[src/include/bp_defines.svh]
`ifndef BP_DEFINES_SVH
`define BP_DEFINES_SVH

// data path and address width
`define XLEN 32

// register index width (x0..x31)
`define REG_BITS 5

// counter table index width, 256 entries by default
`define BHT_BITS 8

// return stack pointer width, 8 entries by default
`define RAS_BITS 3

// trap handler entry point
`define EXCP_ADDR 32'h0000_0100

`endif

[src/hdl/rv_isa_pkg.sv]
package rv_isa_pkg;

    // major opcodes of interest to the front end
    localparam logic [6:0] OP_BRANCH = 7'b1100011;
    localparam logic [6:0] OP_JAL    = 7'b1101111;
    localparam logic [6:0] OP_JALR   = 7'b1100111;
    localparam logic [6:0] OP_IMM    = 7'b0010011; // plain alu op, no control flow

    // conditional branch layout
    typedef struct packed {
        logic       imm12;   // sign bit
        logic [5:0] imm10_5;
        logic [4:0] rs2;
        logic [4:0] rs1;
        logic [2:0] funct3;
        logic [3:0] imm4_1;
        logic       imm11;   // sits where rd's lsb would be
        logic [6:0] opcode;
    } b_type_t;

    // jal layout
    typedef struct packed {
        logic       imm20;   // sign bit
        logic [9:0] imm10_1;
        logic       imm11;
        logic [7:0] imm19_12; // covers rs1 and funct3 positions
        logic [4:0] rd;
        logic [6:0] opcode;
    } j_type_t;

    // one fetched word, read either as a branch or as a jump
    typedef union packed {
        b_type_t b;
        j_type_t j;
    } instr_u;

endpackage

[src/hdl/bp_pkg.sv]
package bp_pkg;

    // what the decoder found in the fetched word
    typedef enum logic [1:0] {
        CF_NONE = 2'b00, // falls through to pc+4
        CF_COND = 2'b01, // beq/bne/blt/bge/bltu/bgeu
        CF_JAL  = 2'b10,
        CF_JALR = 2'b11
    } cf_kind_e;

    // 2-bit saturating counter, msb is the taken prediction
    typedef enum logic [1:0] {
        STRONG_NT = 2'b00,
        WEAK_NT   = 2'b01,
        WEAK_T    = 2'b10,
        STRONG_T  = 2'b11
    } ctr_e;

    // state of every counter after reset
    localparam ctr_e CTR_INIT = WEAK_NT;

endpackage

[src/hdl/branch_decode.sv]
`include "bp_defines.svh"

module branch_decode (
    input  logic [31:0]           instr,
    output bp_pkg::cf_kind_e      kind,
    output logic [`REG_BITS-1:0]  rs1,
    output logic [`REG_BITS-1:0]  rd,
    output logic [`XLEN-1:0]      imm
);

    import rv_isa_pkg::*;
    import bp_pkg::*;

    instr_u           iw;
    logic [`XLEN-1:0] imm_b;
    logic [`XLEN-1:0] imm_j;
    logic [`XLEN-1:0] imm_i;

    assign iw = instr_u'(instr);

    // B-type: 13-bit offset, lsb always 0
    assign imm_b = {{(`XLEN-13){iw.b.imm12}},
                    iw.b.imm12,
                    iw.b.imm11,
                    iw.b.imm10_5,
                    iw.b.imm4_1,
                    1'b0};

    // J-type: 21-bit offset, lsb always 0
    assign imm_j = {{(`XLEN-21){iw.j.imm20}},
                    iw.j.imm20,
                    iw.j.imm19_12,
                    iw.j.imm11,
                    iw.j.imm10_1,
                    1'b0};

    // I-type for jalr, upper 12 bits of the word
    assign imm_i = {{(`XLEN-12){instr[31]}}, instr[31:20]};

    always_comb begin
        kind = CF_NONE;
        imm  = '0;
        rs1  = '0;
        rd   = '0;
        case (iw.b.opcode)
            OP_BRANCH: begin
                kind = CF_COND;
                imm  = imm_b;
                rs1  = iw.b.rs1;
            end
            OP_JAL: begin
                kind = CF_JAL;
                imm  = imm_j;
                rd   = iw.j.rd; // rd == x1 marks a call
            end
            OP_JALR: begin
                kind = CF_JALR;
                imm  = imm_i;
                rs1  = iw.b.rs1; // rs1 == x1 marks a return
                rd   = iw.j.rd;
            end
            default: begin
                kind = CF_NONE; // anything else just falls through
            end
        endcase
    end

endmodule

[src/hdl/pattern_table.sv]
`include "bp_defines.svh"

module pattern_table (
    input  logic              clk,
    input  logic              rst,
    input  logic              stall,
    input  logic [`XLEN-1:0]  pc,
    output logic              predict_taken,
    input  logic              old_branch,
    input  logic [`XLEN-1:0]  old_branch_pc,
    input  logic              old_actual
);

    import bp_pkg::*;

    localparam int ENTRIES = 1 << `BHT_BITS;

    ctr_e                 counters [ENTRIES];
    logic [`BHT_BITS-1:0] rd_idx;
    logic [`BHT_BITS-1:0] wr_idx;
    ctr_e                 rd_ctr;

    // next counter state, saturating at both ends
    function automatic ctr_e ctr_step(input ctr_e cur, input logic up);
        ctr_e nxt;
        case (cur)
            STRONG_NT: nxt = up ? WEAK_NT  : STRONG_NT;
            WEAK_NT:   nxt = up ? WEAK_T   : STRONG_NT;
            WEAK_T:    nxt = up ? STRONG_T : WEAK_NT;
            default:   nxt = up ? STRONG_T : WEAK_T;
        endcase
        return nxt;
    endfunction

    assign rd_idx = pc[`BHT_BITS+1:2];            // word index, low bits are always 0
    assign wr_idx = old_branch_pc[`BHT_BITS+1:2];

    assign rd_ctr        = counters[rd_idx];
    assign predict_taken = (rd_ctr == WEAK_T) || (rd_ctr == STRONG_T);

    always_ff @(posedge clk) begin
        if (rst) begin
            for (int i = 0; i < ENTRIES; i++) begin
                counters[i] <= CTR_INIT;
            end
        end else if (old_branch && !stall) begin
            counters[wr_idx] <= ctr_step(counters[wr_idx], old_actual);
        end
    end

    // execute stage must hand back an aligned branch address
    a_update_aligned: assert property (
        @(posedge clk) disable iff (rst)
        old_branch |-> (old_branch_pc[1:0] == 2'b00)
    ) else $error("pattern_table: misaligned old_branch_pc %h", old_branch_pc);

endmodule

[src/hdl/return_stack.sv]
`include "bp_defines.svh"

module return_stack (
    input  logic              clk,
    input  logic              rst,
    input  logic              push,
    input  logic              pop,
    input  logic [`XLEN-1:0]  push_addr,
    output logic [`XLEN-1:0]  top_addr
);

    localparam int DEPTH = 1 << `RAS_BITS;

    logic [`XLEN-1:0]     entries [DEPTH];
    logic [`RAS_BITS-1:0] top;
    logic [`RAS_BITS-1:0] top_inc;
    logic [`RAS_BITS-1:0] top_dec;

    // pointer wraps, so overflow overwrites the oldest entry
    assign top_inc = top + `RAS_BITS'(1);
    assign top_dec = top - `RAS_BITS'(1);

    always_ff @(posedge clk) begin
        if (rst) begin
            top <= '0;
        end else if (push) begin
            top <= top_inc;
        end else if (pop) begin
            top <= top_dec;
        end
    end

    // return address storage
    always_ff @(posedge clk) begin
        if (push) begin
            entries[top_inc] <= push_addr;
        end
    end

    assign top_addr = entries[top]; // predicted return target

    // predictor never asks for both in one cycle
    a_push_pop_excl: assert property (
        @(posedge clk) disable iff (rst)
        !(push && pop)
    ) else $error("return_stack: push and pop in the same cycle");

endmodule

[src/hdl/branch_predictor.sv]
`include "bp_defines.svh"

module branch_predictor (
    input  logic                 clk,
    input  logic                 rst,
    input  logic                 stall,
    input  logic [`XLEN-1:0]     pc,
    input  logic [`XLEN-1:0]     rs1_data,
    input  logic [`XLEN-1:0]     old_pc,
    input  bp_pkg::cf_kind_e     kind,
    input  logic [`REG_BITS-1:0] rs1,
    input  logic [`REG_BITS-1:0] rd,
    input  logic [`XLEN-1:0]     imm,
    input  logic                 predict_taken,
    input  logic                 old_predict,
    input  logic                 old_actual,
    input  logic                 excp,
    input  logic [`XLEN-1:0]     ras_top_addr,
    output logic                 ras_push,
    output logic                 ras_pop,
    output logic [`XLEN-1:0]     ras_push_addr,
    output logic [`XLEN-1:0]     target_pc,
    output logic [`XLEN-1:0]     sepc,
    output logic                 predict_result,
    output logic                 predict_fail
);

    import bp_pkg::*;

    localparam logic [`REG_BITS-1:0] LINK_REG = `REG_BITS'(1); // x1 / ra

    logic             started;     // low for the first cycle out of reset
    logic [`XLEN-1:0] pc_plus_4;
    logic [`XLEN-1:0] pc_plus_imm;
    logic [`XLEN-1:0] kind_pc;
    logic             kind_taken;
    logic             is_call;
    logic             is_ret;
    logic             ras_enable;

    assign pc_plus_4   = pc + `XLEN'(4);
    assign pc_plus_imm = pc + imm;

    // execute stage disagrees with what was predicted
    assign predict_fail = old_predict != old_actual;

    always_ff @(posedge clk) begin
        if (rst) begin
            started <= 1'b0;
        end else begin
            started <= 1'b1;
        end
    end

    // loads on any trap, stall or not
    always_ff @(posedge clk) begin
        if (rst) begin
            sepc <= '0;
        end else if (excp) begin
            sepc <= pc_plus_4;
        end
    end

    always_comb begin
        case (kind)
            CF_COND: begin
                kind_taken = predict_taken;
                kind_pc    = predict_taken ? pc_plus_imm : pc_plus_4;
            end
            CF_JAL: begin
                kind_taken = 1'b1;
                kind_pc    = pc_plus_imm;
            end
            CF_JALR: begin
                kind_taken = 1'b1;
                kind_pc    = (rs1 == LINK_REG) ? ras_top_addr : rs1_data + imm;
            end
            default: begin
                kind_taken = 1'b0;
                kind_pc    = pc_plus_4;
            end
        endcase
    end

    // trap first, then startup, then mispredict repair
    always_comb begin
        if (excp) begin
            target_pc = `EXCP_ADDR;
        end else if (!started) begin
            target_pc = '0;
        end else if (predict_fail) begin
            target_pc = old_pc;
        end else begin
            target_pc = kind_pc;
        end
    end

    always_comb begin
        if (!started) begin
            predict_result = 1'b0;
        end else if (predict_fail) begin
            predict_result = old_actual;
        end else begin
            predict_result = kind_taken;
        end
    end

    assign is_call = ((kind == CF_JAL) || (kind == CF_JALR)) && (rd == LINK_REG);
    assign is_ret  = (kind == CF_JALR) && (rs1 == LINK_REG) && (rd != LINK_REG);

    // a flushed or frozen fetch must not touch the stack
    assign ras_enable    = started && !stall && !predict_fail && !excp;
    assign ras_push      = ras_enable && is_call;
    assign ras_pop       = ras_enable && is_ret;
    assign ras_push_addr = pc_plus_4;

    // execute cannot report a mispredict and a trap together
    a_fail_excp_excl: assert property (
        @(posedge clk) disable iff (rst)
        !(predict_fail && excp)
    ) else $error("branch_predictor: predict_fail and excp both high");

endmodule

[src/hdl/frontend_top.sv]
`include "bp_defines.svh"

module frontend_top (
    input  logic              clk,
    input  logic              rst,
    input  logic [`XLEN-1:0]  pc,
    input  logic [31:0]       instr,
    input  logic [`XLEN-1:0]  rs1_data,
    input  logic              stall,
    input  logic [`XLEN-1:0]  old_pc,
    input  logic [`XLEN-1:0]  old_branch_pc,
    input  logic              old_branch,
    input  logic              old_predict,
    input  logic              old_actual,
    input  logic              excp,
    output logic [`XLEN-1:0]  target_pc,
    output logic              predict_result,
    output logic              predict_fail,
    output logic [`XLEN-1:0]  sepc
);

    import bp_pkg::*;

    cf_kind_e             kind;
    logic [`REG_BITS-1:0] rs1;
    logic [`REG_BITS-1:0] rd;
    logic [`XLEN-1:0]     imm;
    logic                 predict_taken;
    logic                 ras_push;
    logic                 ras_pop;
    logic [`XLEN-1:0]     ras_push_addr;
    logic [`XLEN-1:0]     ras_top_addr;

    branch_decode u_decode (
        .instr (instr),
        .kind  (kind),
        .rs1   (rs1),
        .rd    (rd),
        .imm   (imm)
    );

    pattern_table u_pht (
        .clk           (clk),
        .rst           (rst),
        .stall         (stall),
        .pc            (pc),
        .predict_taken (predict_taken),
        .old_branch    (old_branch),
        .old_branch_pc (old_branch_pc),
        .old_actual    (old_actual)
    );

    return_stack u_ras (
        .clk       (clk),
        .rst       (rst),
        .push      (ras_push),
        .pop       (ras_pop),
        .push_addr (ras_push_addr),
        .top_addr  (ras_top_addr)
    );

    branch_predictor u_pred (
        .clk            (clk),
        .rst            (rst),
        .stall          (stall),
        .pc             (pc),
        .rs1_data       (rs1_data),
        .old_pc         (old_pc),
        .kind           (kind),
        .rs1            (rs1),
        .rd             (rd),
        .imm            (imm),
        .predict_taken  (predict_taken),
        .old_predict    (old_predict),
        .old_actual     (old_actual),
        .excp           (excp),
        .ras_top_addr   (ras_top_addr),
        .ras_push       (ras_push),
        .ras_pop        (ras_pop),
        .ras_push_addr  (ras_push_addr),
        .target_pc      (target_pc),
        .sepc           (sepc),
        .predict_result (predict_result),
        .predict_fail   (predict_fail)
    );

endmodule

[config.mk]
export PLATFORM = sky130hd
export DESIGN_NAME = frontend_top
export DESIGN_NICKNAME = d
export VERILOG_FILES = /design/src/hdl/rv_isa_pkg.sv /design/src/hdl/bp_pkg.sv /design/src/hdl/branch_decode.sv /design/src/hdl/pattern_table.sv /design/src/hdl/return_stack.sv /design/src/hdl/branch_predictor.sv /design/src/hdl/frontend_top.sv
export VERILOG_INCLUDE_DIRS = /design/src /design/src/include
export SDC_FILE = /design/constraint.sdc
export NUM_CORES = 2
export LEC_CHECK = 0
export BUFFER_PORTS_ARGS = -buffer_cell sky130_fd_sc_hd__buf_2
export CORE_MARGIN = 2
export CORE_UTILIZATION = 62
export DETAILED_ROUTE_END_ITERATION = 7
export PLACE_DENSITY = 0.81
export SETUP_SLACK_MARGIN = 0.05
export SYNTH_ARGS = -nofsm -noshare
export SYNTH_HDL_FRONTEND = slang
export SYNTH_SLANG_ARGS = --single-unit
[constraint.sdc]
create_clock -name clk -period 7.1 [get_ports clk]
set_input_delay 0.71 -clock clk [delete_from_list [all_inputs] [get_ports clk]]
set_output_delay 0.71 -clock clk [all_outputs]
set_load 0.02 [all_outputs]
; ---- Word level (Yosys, flattened, before mapping)
; Memories as Yosys holds them, arrays and structs flattened. A register that Yosys moved wholly into a read port is not among the register bits.
; Cells that the tools add are included.
[op_classes]
reduce_logical = 20
n_eq_ne = 14
addsub = 5
mux = 35
[op_table]
columns = cell, count
row1 = $pmux 32 s3, 2
row2 = $mux 32, 5
row3 = $add 32x32->32, 2
row4 = $add 32x3->32 const B, 1
row5 = $eq 7x7->1 const B, 3
row6 = $mux 1, 13
row7 = $mux 3, 4
row8 = $pmux 2 s3, 2
row9 = $eq 2x2->1 const B, 5
row10 = $eq 5x1->1 const B, 2
row11 = $mux 2, 5
row12 = $mux 5, 2
row13 = $logic_and 1x1->1, 9
row14 = $mux 8, 1
row15 = $reduce_or 2->1, 4
row16 = $ne 5x1->1 const B, 1
row17 = $eq 2x1->1 const B, 2
row18 = $add 3x1->3 const B, 1
row19 = $logic_not 1->1, 3
row20 = $sub 3x1->3 const B, 1
row21 = $logic_not 2->1, 1
row22 = $logic_or 1x1->1, 2
row23 = $pmux 1 s2, 1
row24 = $reduce_bool 2->1, 1
row25 = $ne 1x1->1, 1
[totals]
inputBits = 167
ram_bits = 768
output_inout_bits = 66
regBits = 36
word_cells = 79
mem_count = 2
[mem_list]
columns = memory, depth, word_bits, read_ports, rd_ports_with_merged_regs, write_ports, line
row1 = u_pht.counters, 256, 2, 2, 0, 256, pattern_table.sv:18  ; ctr_e counters [ENTRIES];
row2 = u_ras.entries, 8, 32, 1, 1, 1, return_stack.sv:14  ; logic [`XLEN-1:0] entries [DEPTH];

; ---- Depth between registers and ports, before layout
[depth]
word_depth = 11
mapped_depth = 19
ltp_nobuf = 16

; ---- Hierarchy
; A second synthesis with hierarchy kept.
[unflattened]
hier_cells = 3472
hier_area_um2 = 44172.4
[by_module_without_submodules]
columns = mod, cells_each, area_per_inst_um2, instances, seq_area_each_um2
row1 = pattern_table, 2016, 27131.0, 1, 15374.7
row2 = return_stack, 404, 10047.1, 1, 7807.5
row3 = branch_predictor, 979, 6520.0, 1, 660.6
row4 = branch_decode, 73, 474.2, 1, 0.0

; ---- Worst setup path before layout
; Ideal clock, no wire load.
[synth_path]
path_kind = input -> register
startpoint = in instr[4]
endpoint = mem u_ras.entries[1][0] (netlist name) (enable)
cell_stages = 7
setup_ns = 0.461
path_slack_ns = 1.861
arrival_ns = 4.778
n_path_buf = 1
required_time_ns = 6.639
path_cell_list = nand3b_1 > nor2_1 > clkbuf_1 > nand2_1 > nor4_1 > nand2_1 > nor3_1
[synth_between]
elab_chain_len = 8
elab_cells_between_ends = 14
classes_between = 6 x eq/ne / 4 x mux / 4 x reduce/logical
[synth_rtl]
columns = item, line
row1 = from (decl), frontend_top.sv:7  ; input logic [31:0] instr,
row2 = $eq 7x7->1, branch_decode.sv:45  ; case (iw.b.opcode)
row3 = $reduce_or 2->1 (no source line) / $pmux 2 s3 (equally long branches), --
row4 = $mux 5 / $eq 2x2->1 (equally long branches), "branch_decode.sv:45, branch_predictor.sv:108"
row5 = $eq 5x1->1 / $logic_or 1x1->1 (equally long branches), branch_predictor.sv:108  ; assign is_call = ((kind == CF_JAL) || (kind == CF_JALR)) && (rd == LINK_REG);
row6 = $logic_and 1x1->1 (*), branch_predictor.sv:108
row7 = $logic_and 1x1->1 (*), branch_predictor.sv:113  ; assign ras_push = ras_enable && is_call;
row8 = $mux 1 (*), return_stack.sv:35  ; if (push) begin
row9 = $mux 1 (implied by the code) (*), return_stack.sv:36  ; entries[top_inc] <= push_addr;
row10 = to (decl), return_stack.sv:14
; Mark *: on every way between the ends. The rest lies on a longest branch, timed or not.

; ---- Worst setup path in the final report
[layout_path]
startpoint = in pc[2]
endpoint = out target_pc[0]
[layout_between]
elab_chain_len = 8
elab_cells_between_ends = 9
classes_between = 2 x eq/ne / 5 x mux / 1 x reduce/logical / 1 x memory
[layout_rtl]
columns = item, line
row1 = from (decl), frontend_top.sv:6  ; input logic [`XLEN-1:0] pc,
row2 = $mem_v2 256x2 (*), --
row3 = $eq 2x2->1, pattern_table.sv:39  ; assign predict_taken = (rd_ctr == WEAK_T) || (rd_ctr == STRONG_T);
row4 = $logic_or 1x1->1 (*), pattern_table.sv:39
row5 = $mux 32 (*), branch_predictor.sv:68  ; kind_pc = predict_taken ? pc_plus_imm : pc_plus_4;
row6 = $pmux 32 s3 (*), branch_predictor.sv:65  ; case (kind)
row7 = $mux 32 (*), branch_predictor.sv:91  ; end else if (predict_fail) begin
row8 = $mux 32 (*), branch_predictor.sv:89  ; end else if (!started) begin
row9 = $mux 32 (*), branch_predictor.sv:87  ; if (excp) begin
row10 = to (decl), frontend_top.sv:16  ; output logic [`XLEN-1:0] target_pc,
; Marks and branches as above.

==> qor_table.md <==
| Quantity | This run |
|:---|:---|
| Sequential fraction of the synthesis area | 0.5497 |
| Insertion delay of the later-clocked pin in the worst-skew pair | 0.68 ns |
| Initial DRC count | 5802 |
| DP Worst Slack | 0.8978 ns |
| CTS Root Cell | clkbuf_16 |
| Gates resized, CTS repair | 0 |
| CTS tree | done |
| Maximum number of pins on one net before global-route repair | 134 |
| Post-route design area | 0.04771 sq mm |
| Violations in the final reports | design-rule violations, max-capacitance violations, max-slew violations |
| Total via count in the routed design | 33.03k |
| Number of enable-type register cells in the synthesized netlist | 768 |
| Count of placed standard cells including taps | 4272 |
| Highest cell delay on the worst timing path | 0.67 ns |
| Number of warning messages in the yosys log | 0 |
| Width of the die | 268.5 um |
| Origin of the worst min-delay path | pc[0] |
| Largest delay share family, worst path | compound AO/OA/AOI/OAI gates |
| Worst vdd ir | 248.5 uV |
| Mapped cell area | 0.04338 sq mm |
| Top cells by area in the synthesized netlist | edfxtp_1 53%, mux4_2 15%, o21ai_0 3.8%, nand3_1 3.5%, nor3_1 3.2% |
| Critical path class | input pin to primary output |
| Worst endpoint data arrival time | 5.75 ns |
| Count of mapped cells out of synthesis | 3399 |
| Port Buf Inserts | 208 |
| Hold buffer count at cts | 0 |
| CP Launch Type | input pin |
| Vias in the first global route | 32.77k |
| Initial DRT Pass Iterations | 8 |
| Post-CTS Setup Inserts | 0 |
| Critical Path, Cell by Cell | buf_4 > mux4_2 > mux2i_1 > nor2_1 > a2111oi_0 > o21ai_0 > a41oi_1 > and2_1 > a221oi_1 > nor2_1 > buf_2 |
| Count of distinct cell types in the synthesized netlist | 70 |
| Clk buf depth | 3 |
| Total setup violations reported at the end of the flow | 0 |
| Tightest Pin Transition | 1.504 ns |
| Buffering stage count on the worst path with inverters included | 2 |
| FF+latch area | 0.02385 sq mm |
| Non-filler cells in the finished layout | 4433 |
| Number of sinks driven by the clock tree | 807 |
| Critical R2R Launch | u_pht.counters[48][1] |
| Total negative slack | 0 ns |
| GR Overflow Total | 0 |
| Hold/Removal Path Class | input pin to flop |
| Global placement routability congestion | 0.9781 |
| Final net count | 3647 |
| Timing startpoint of the critical path | pc[2] |
| Post-Synthesis Net Count | 3621 |
| Period minus WS final | 6.461 ns |
| Standard cell with the maximum stage delay on the critical path | and2_1 |
| Final Hold Violating Endpoints | 0 |
| Max transition margin | -0.006440 |
| Wirelength, routed | 141.5 mm |
| Post-synthesis area per instance | 12.76 sq um |
| Fin. max-slew vios | 18 |
| TritonCTS buffer count | 82 |
| Worst Skew | 0.06431 ns |
| Number of top-level pins | 233 |
| Proportion of layout cells with a drive suffix above 1 | 0.2182 |
| Number of nets with antenna violations after detailed routing | 0 |
| Dominant register cell in the synthesized netlist | edfxtp_1 |
| Layout fillers | 4599 |
| Remaining routing DRC violations | 7 |
| Core Region | 0.06895 sq mm |
| Crit path setup slack, layout | 0.6390 ns |
| Final worst-path cycle share | 0.9100 |
| Initial core utilization | 0.6291 |
| Total of max-cap violations | 1 |
| Antenna violations before repair | 12 |
| Worst-path maximum fanout | 30 |
| Ratio of routed vias to standard cells | 7.450 |
| Placement row count | 96 |
| Multi-input gate area in the final layout | 0.01793 sq mm |
| Crit path top cell by count | nor2_1 |
| Half-perimeter wire length of the detailed placement result | 91.91 mm |
| Die height | 268.5 um |
| RSZ-0062 raised after global routing | false |
| Syn-to-layout area delta | 9.992% |
| CTS H-Tree Depth | 3 |
| Critical path endpoint category | primary output |
| Data required time of the critical path | 6.39 ns |
| Most common cell in the synthesized netlist | edfxtp_1 |
| Area after detailed placement | 0.04495 sq mm |
| WL per Instance | 31.93 um |
| Global-route wire length before repair | 206.4 mm |
| Standby leakage power | 14.75 nW |
| Leading area contributor after synthesis | edfxtp_1 |
| Final core utilization | 0.6920 |
| PwrDens | 227.3 mW/mm^2 |
| Max Clk Rate | 154.8 MHz |
| Clock-pin slew on the worst setup and hold paths | 0.06 ns |
| Post-synthesis async set-or-reset flop share | 0 |
| Fraction of synthesized cell area taken by the top area cell type | 0.5317 |
| DIE AREA | 0.07209 sq mm |
| Top cells by instance count after synthesis | 768 x edfxtp_1, 332 x o21ai_0, 302 x nand3_1, 289 x mux4_2, 279 x nor3_1 |
| Seq cells post-synth | 807 |
| Global-route usage over all layers | 0.3938 |
| Outcome | finished, violations left |
power breakdown:
group | total, mW | internal (mW) | switching (mW) | leakage [nW]
Sequential | 5.31 | 5.27 | 0.0389 | 7.05
Clock | 4.37 | 2.45 | 1.92 | 1.33
Combinational | 1.17 | 0.358 | 0.809 | 6.38
registers in the layout, indices dropped and copies added, names as in the netlist, named ones only:
register and flops:
u_ras.entries 256, u_pred.sepc 32, u_ras.top 3, u_pht.counters 512, u_pred.started 1
cells by family (layout without fill, tap and decap cells):
family	count (synthesis)	after routing	synth area share
adders and majority gates	68	68	0.01889
muxes	373	373	0.1696
buffers and inverters	397	490	0.04018
xor gates and xnor gates	97	97	0.01959
and+or+nand+nor	1018	1018	0.1138
AOI/OAI and AO/OA	639	639	0.08830
DFF	807	807	0.5497
other	0	10	0
worst paths after layout:
check	slack, ns	cells past startpoint	end
max	0.64	11	target_pc[0]
min	0.44	1	u_ras.entries[6][0]
max reg2reg	2.79	9	u_pht.counters[220][0]
min reg2reg	0.49	2	u_pred.sepc[4]
layer usage:
layer,vias to the layer above,track usage,part of all wire
met3,746,0.1008,0.13
met2,2941,0.6222,0.46
li1,13423,-,-
met5,-,0,0.00037
met1,15910,0.4688,0.31
met4,8,0.2968,0.091
layout by cell type, fill, tap and decap left out, types with 12 or more instances in the layout:
| cell | instances |
|---|---|
| edfxtp_1 | 768 |
| o21ai_0 | 332 |
| nand3_1 | 302 |
| mux4_2 | 289 |
| nor3_1 | 272 |
| buf_2 | 204 |
| nand2_1 | 150 |
| nor2_1 | 131 |
| a21oi_1 | 97 |
| buf_4 | 89 |
| clkbuf_16 | 83 |
| mux2i_1 | 80 |
| xnor2_1 | 66 |
| ha_1 | 55 |
| dfxtp_1 | 36 |
| inv_1 | 33 |
| xor2_1 | 30 |
| a221oi_1 | 27 |
| a211oi_1 | 25 |
| a21o_1 | 24 |
| nor2b_1 | 22 |
| nand2b_1 | 21 |
| and3_1 | 19 |
| and2_1 | 17 |
| clkinv_1 | 17 |
| clkbuf_1 | 17 |
| nand4_1 | 16 |
| a31oi_1 | 15 |
| a22oi_1 | 14 |
| clkinv_2 | 13 |
| o211ai_1 | 12 |
metrics by stage:
stage	power, mW	hold WS [ns]
after detailed placement	6.523	0.4787
final	10.85	0.4391
after floorplan	6.162	0.5318
after global routing	11.06	0.4200
after CTS	10.79	0.4227
after global placement	6.484	0.4633
layout make-up:
| cell class | count | share of cell area |
|---|---|---|
| Multi-Input combinational cell | 2195 | 0.3759 |
| Timing Repair Buffer | 303 | 0.03929 |
| Sequential cell | 807 | 0.4999 |
| Inverter | 36 | 0.002885 |
| Clock buffer | 108 | 0.04718 |
| Clock inverter | 43 | 0.009913 |
| Tap cell | 931 | 0.02442 |
| Antenna cell | 10 | 0.0005245 |
worst reg2reg max path, stage by stage (launching register included):
cell and delay, ns:
edfxtp_1 0.41, mux4_2 0.51, mux4_2 0.55, mux4_2 0.49, mux2i_1 0.16, nor2_1 0.07, a211oi_2 0.32, maj3_4 0.88
buf_4 0.43, nand3_1 0.15
(Power assumes the default switching activity.)
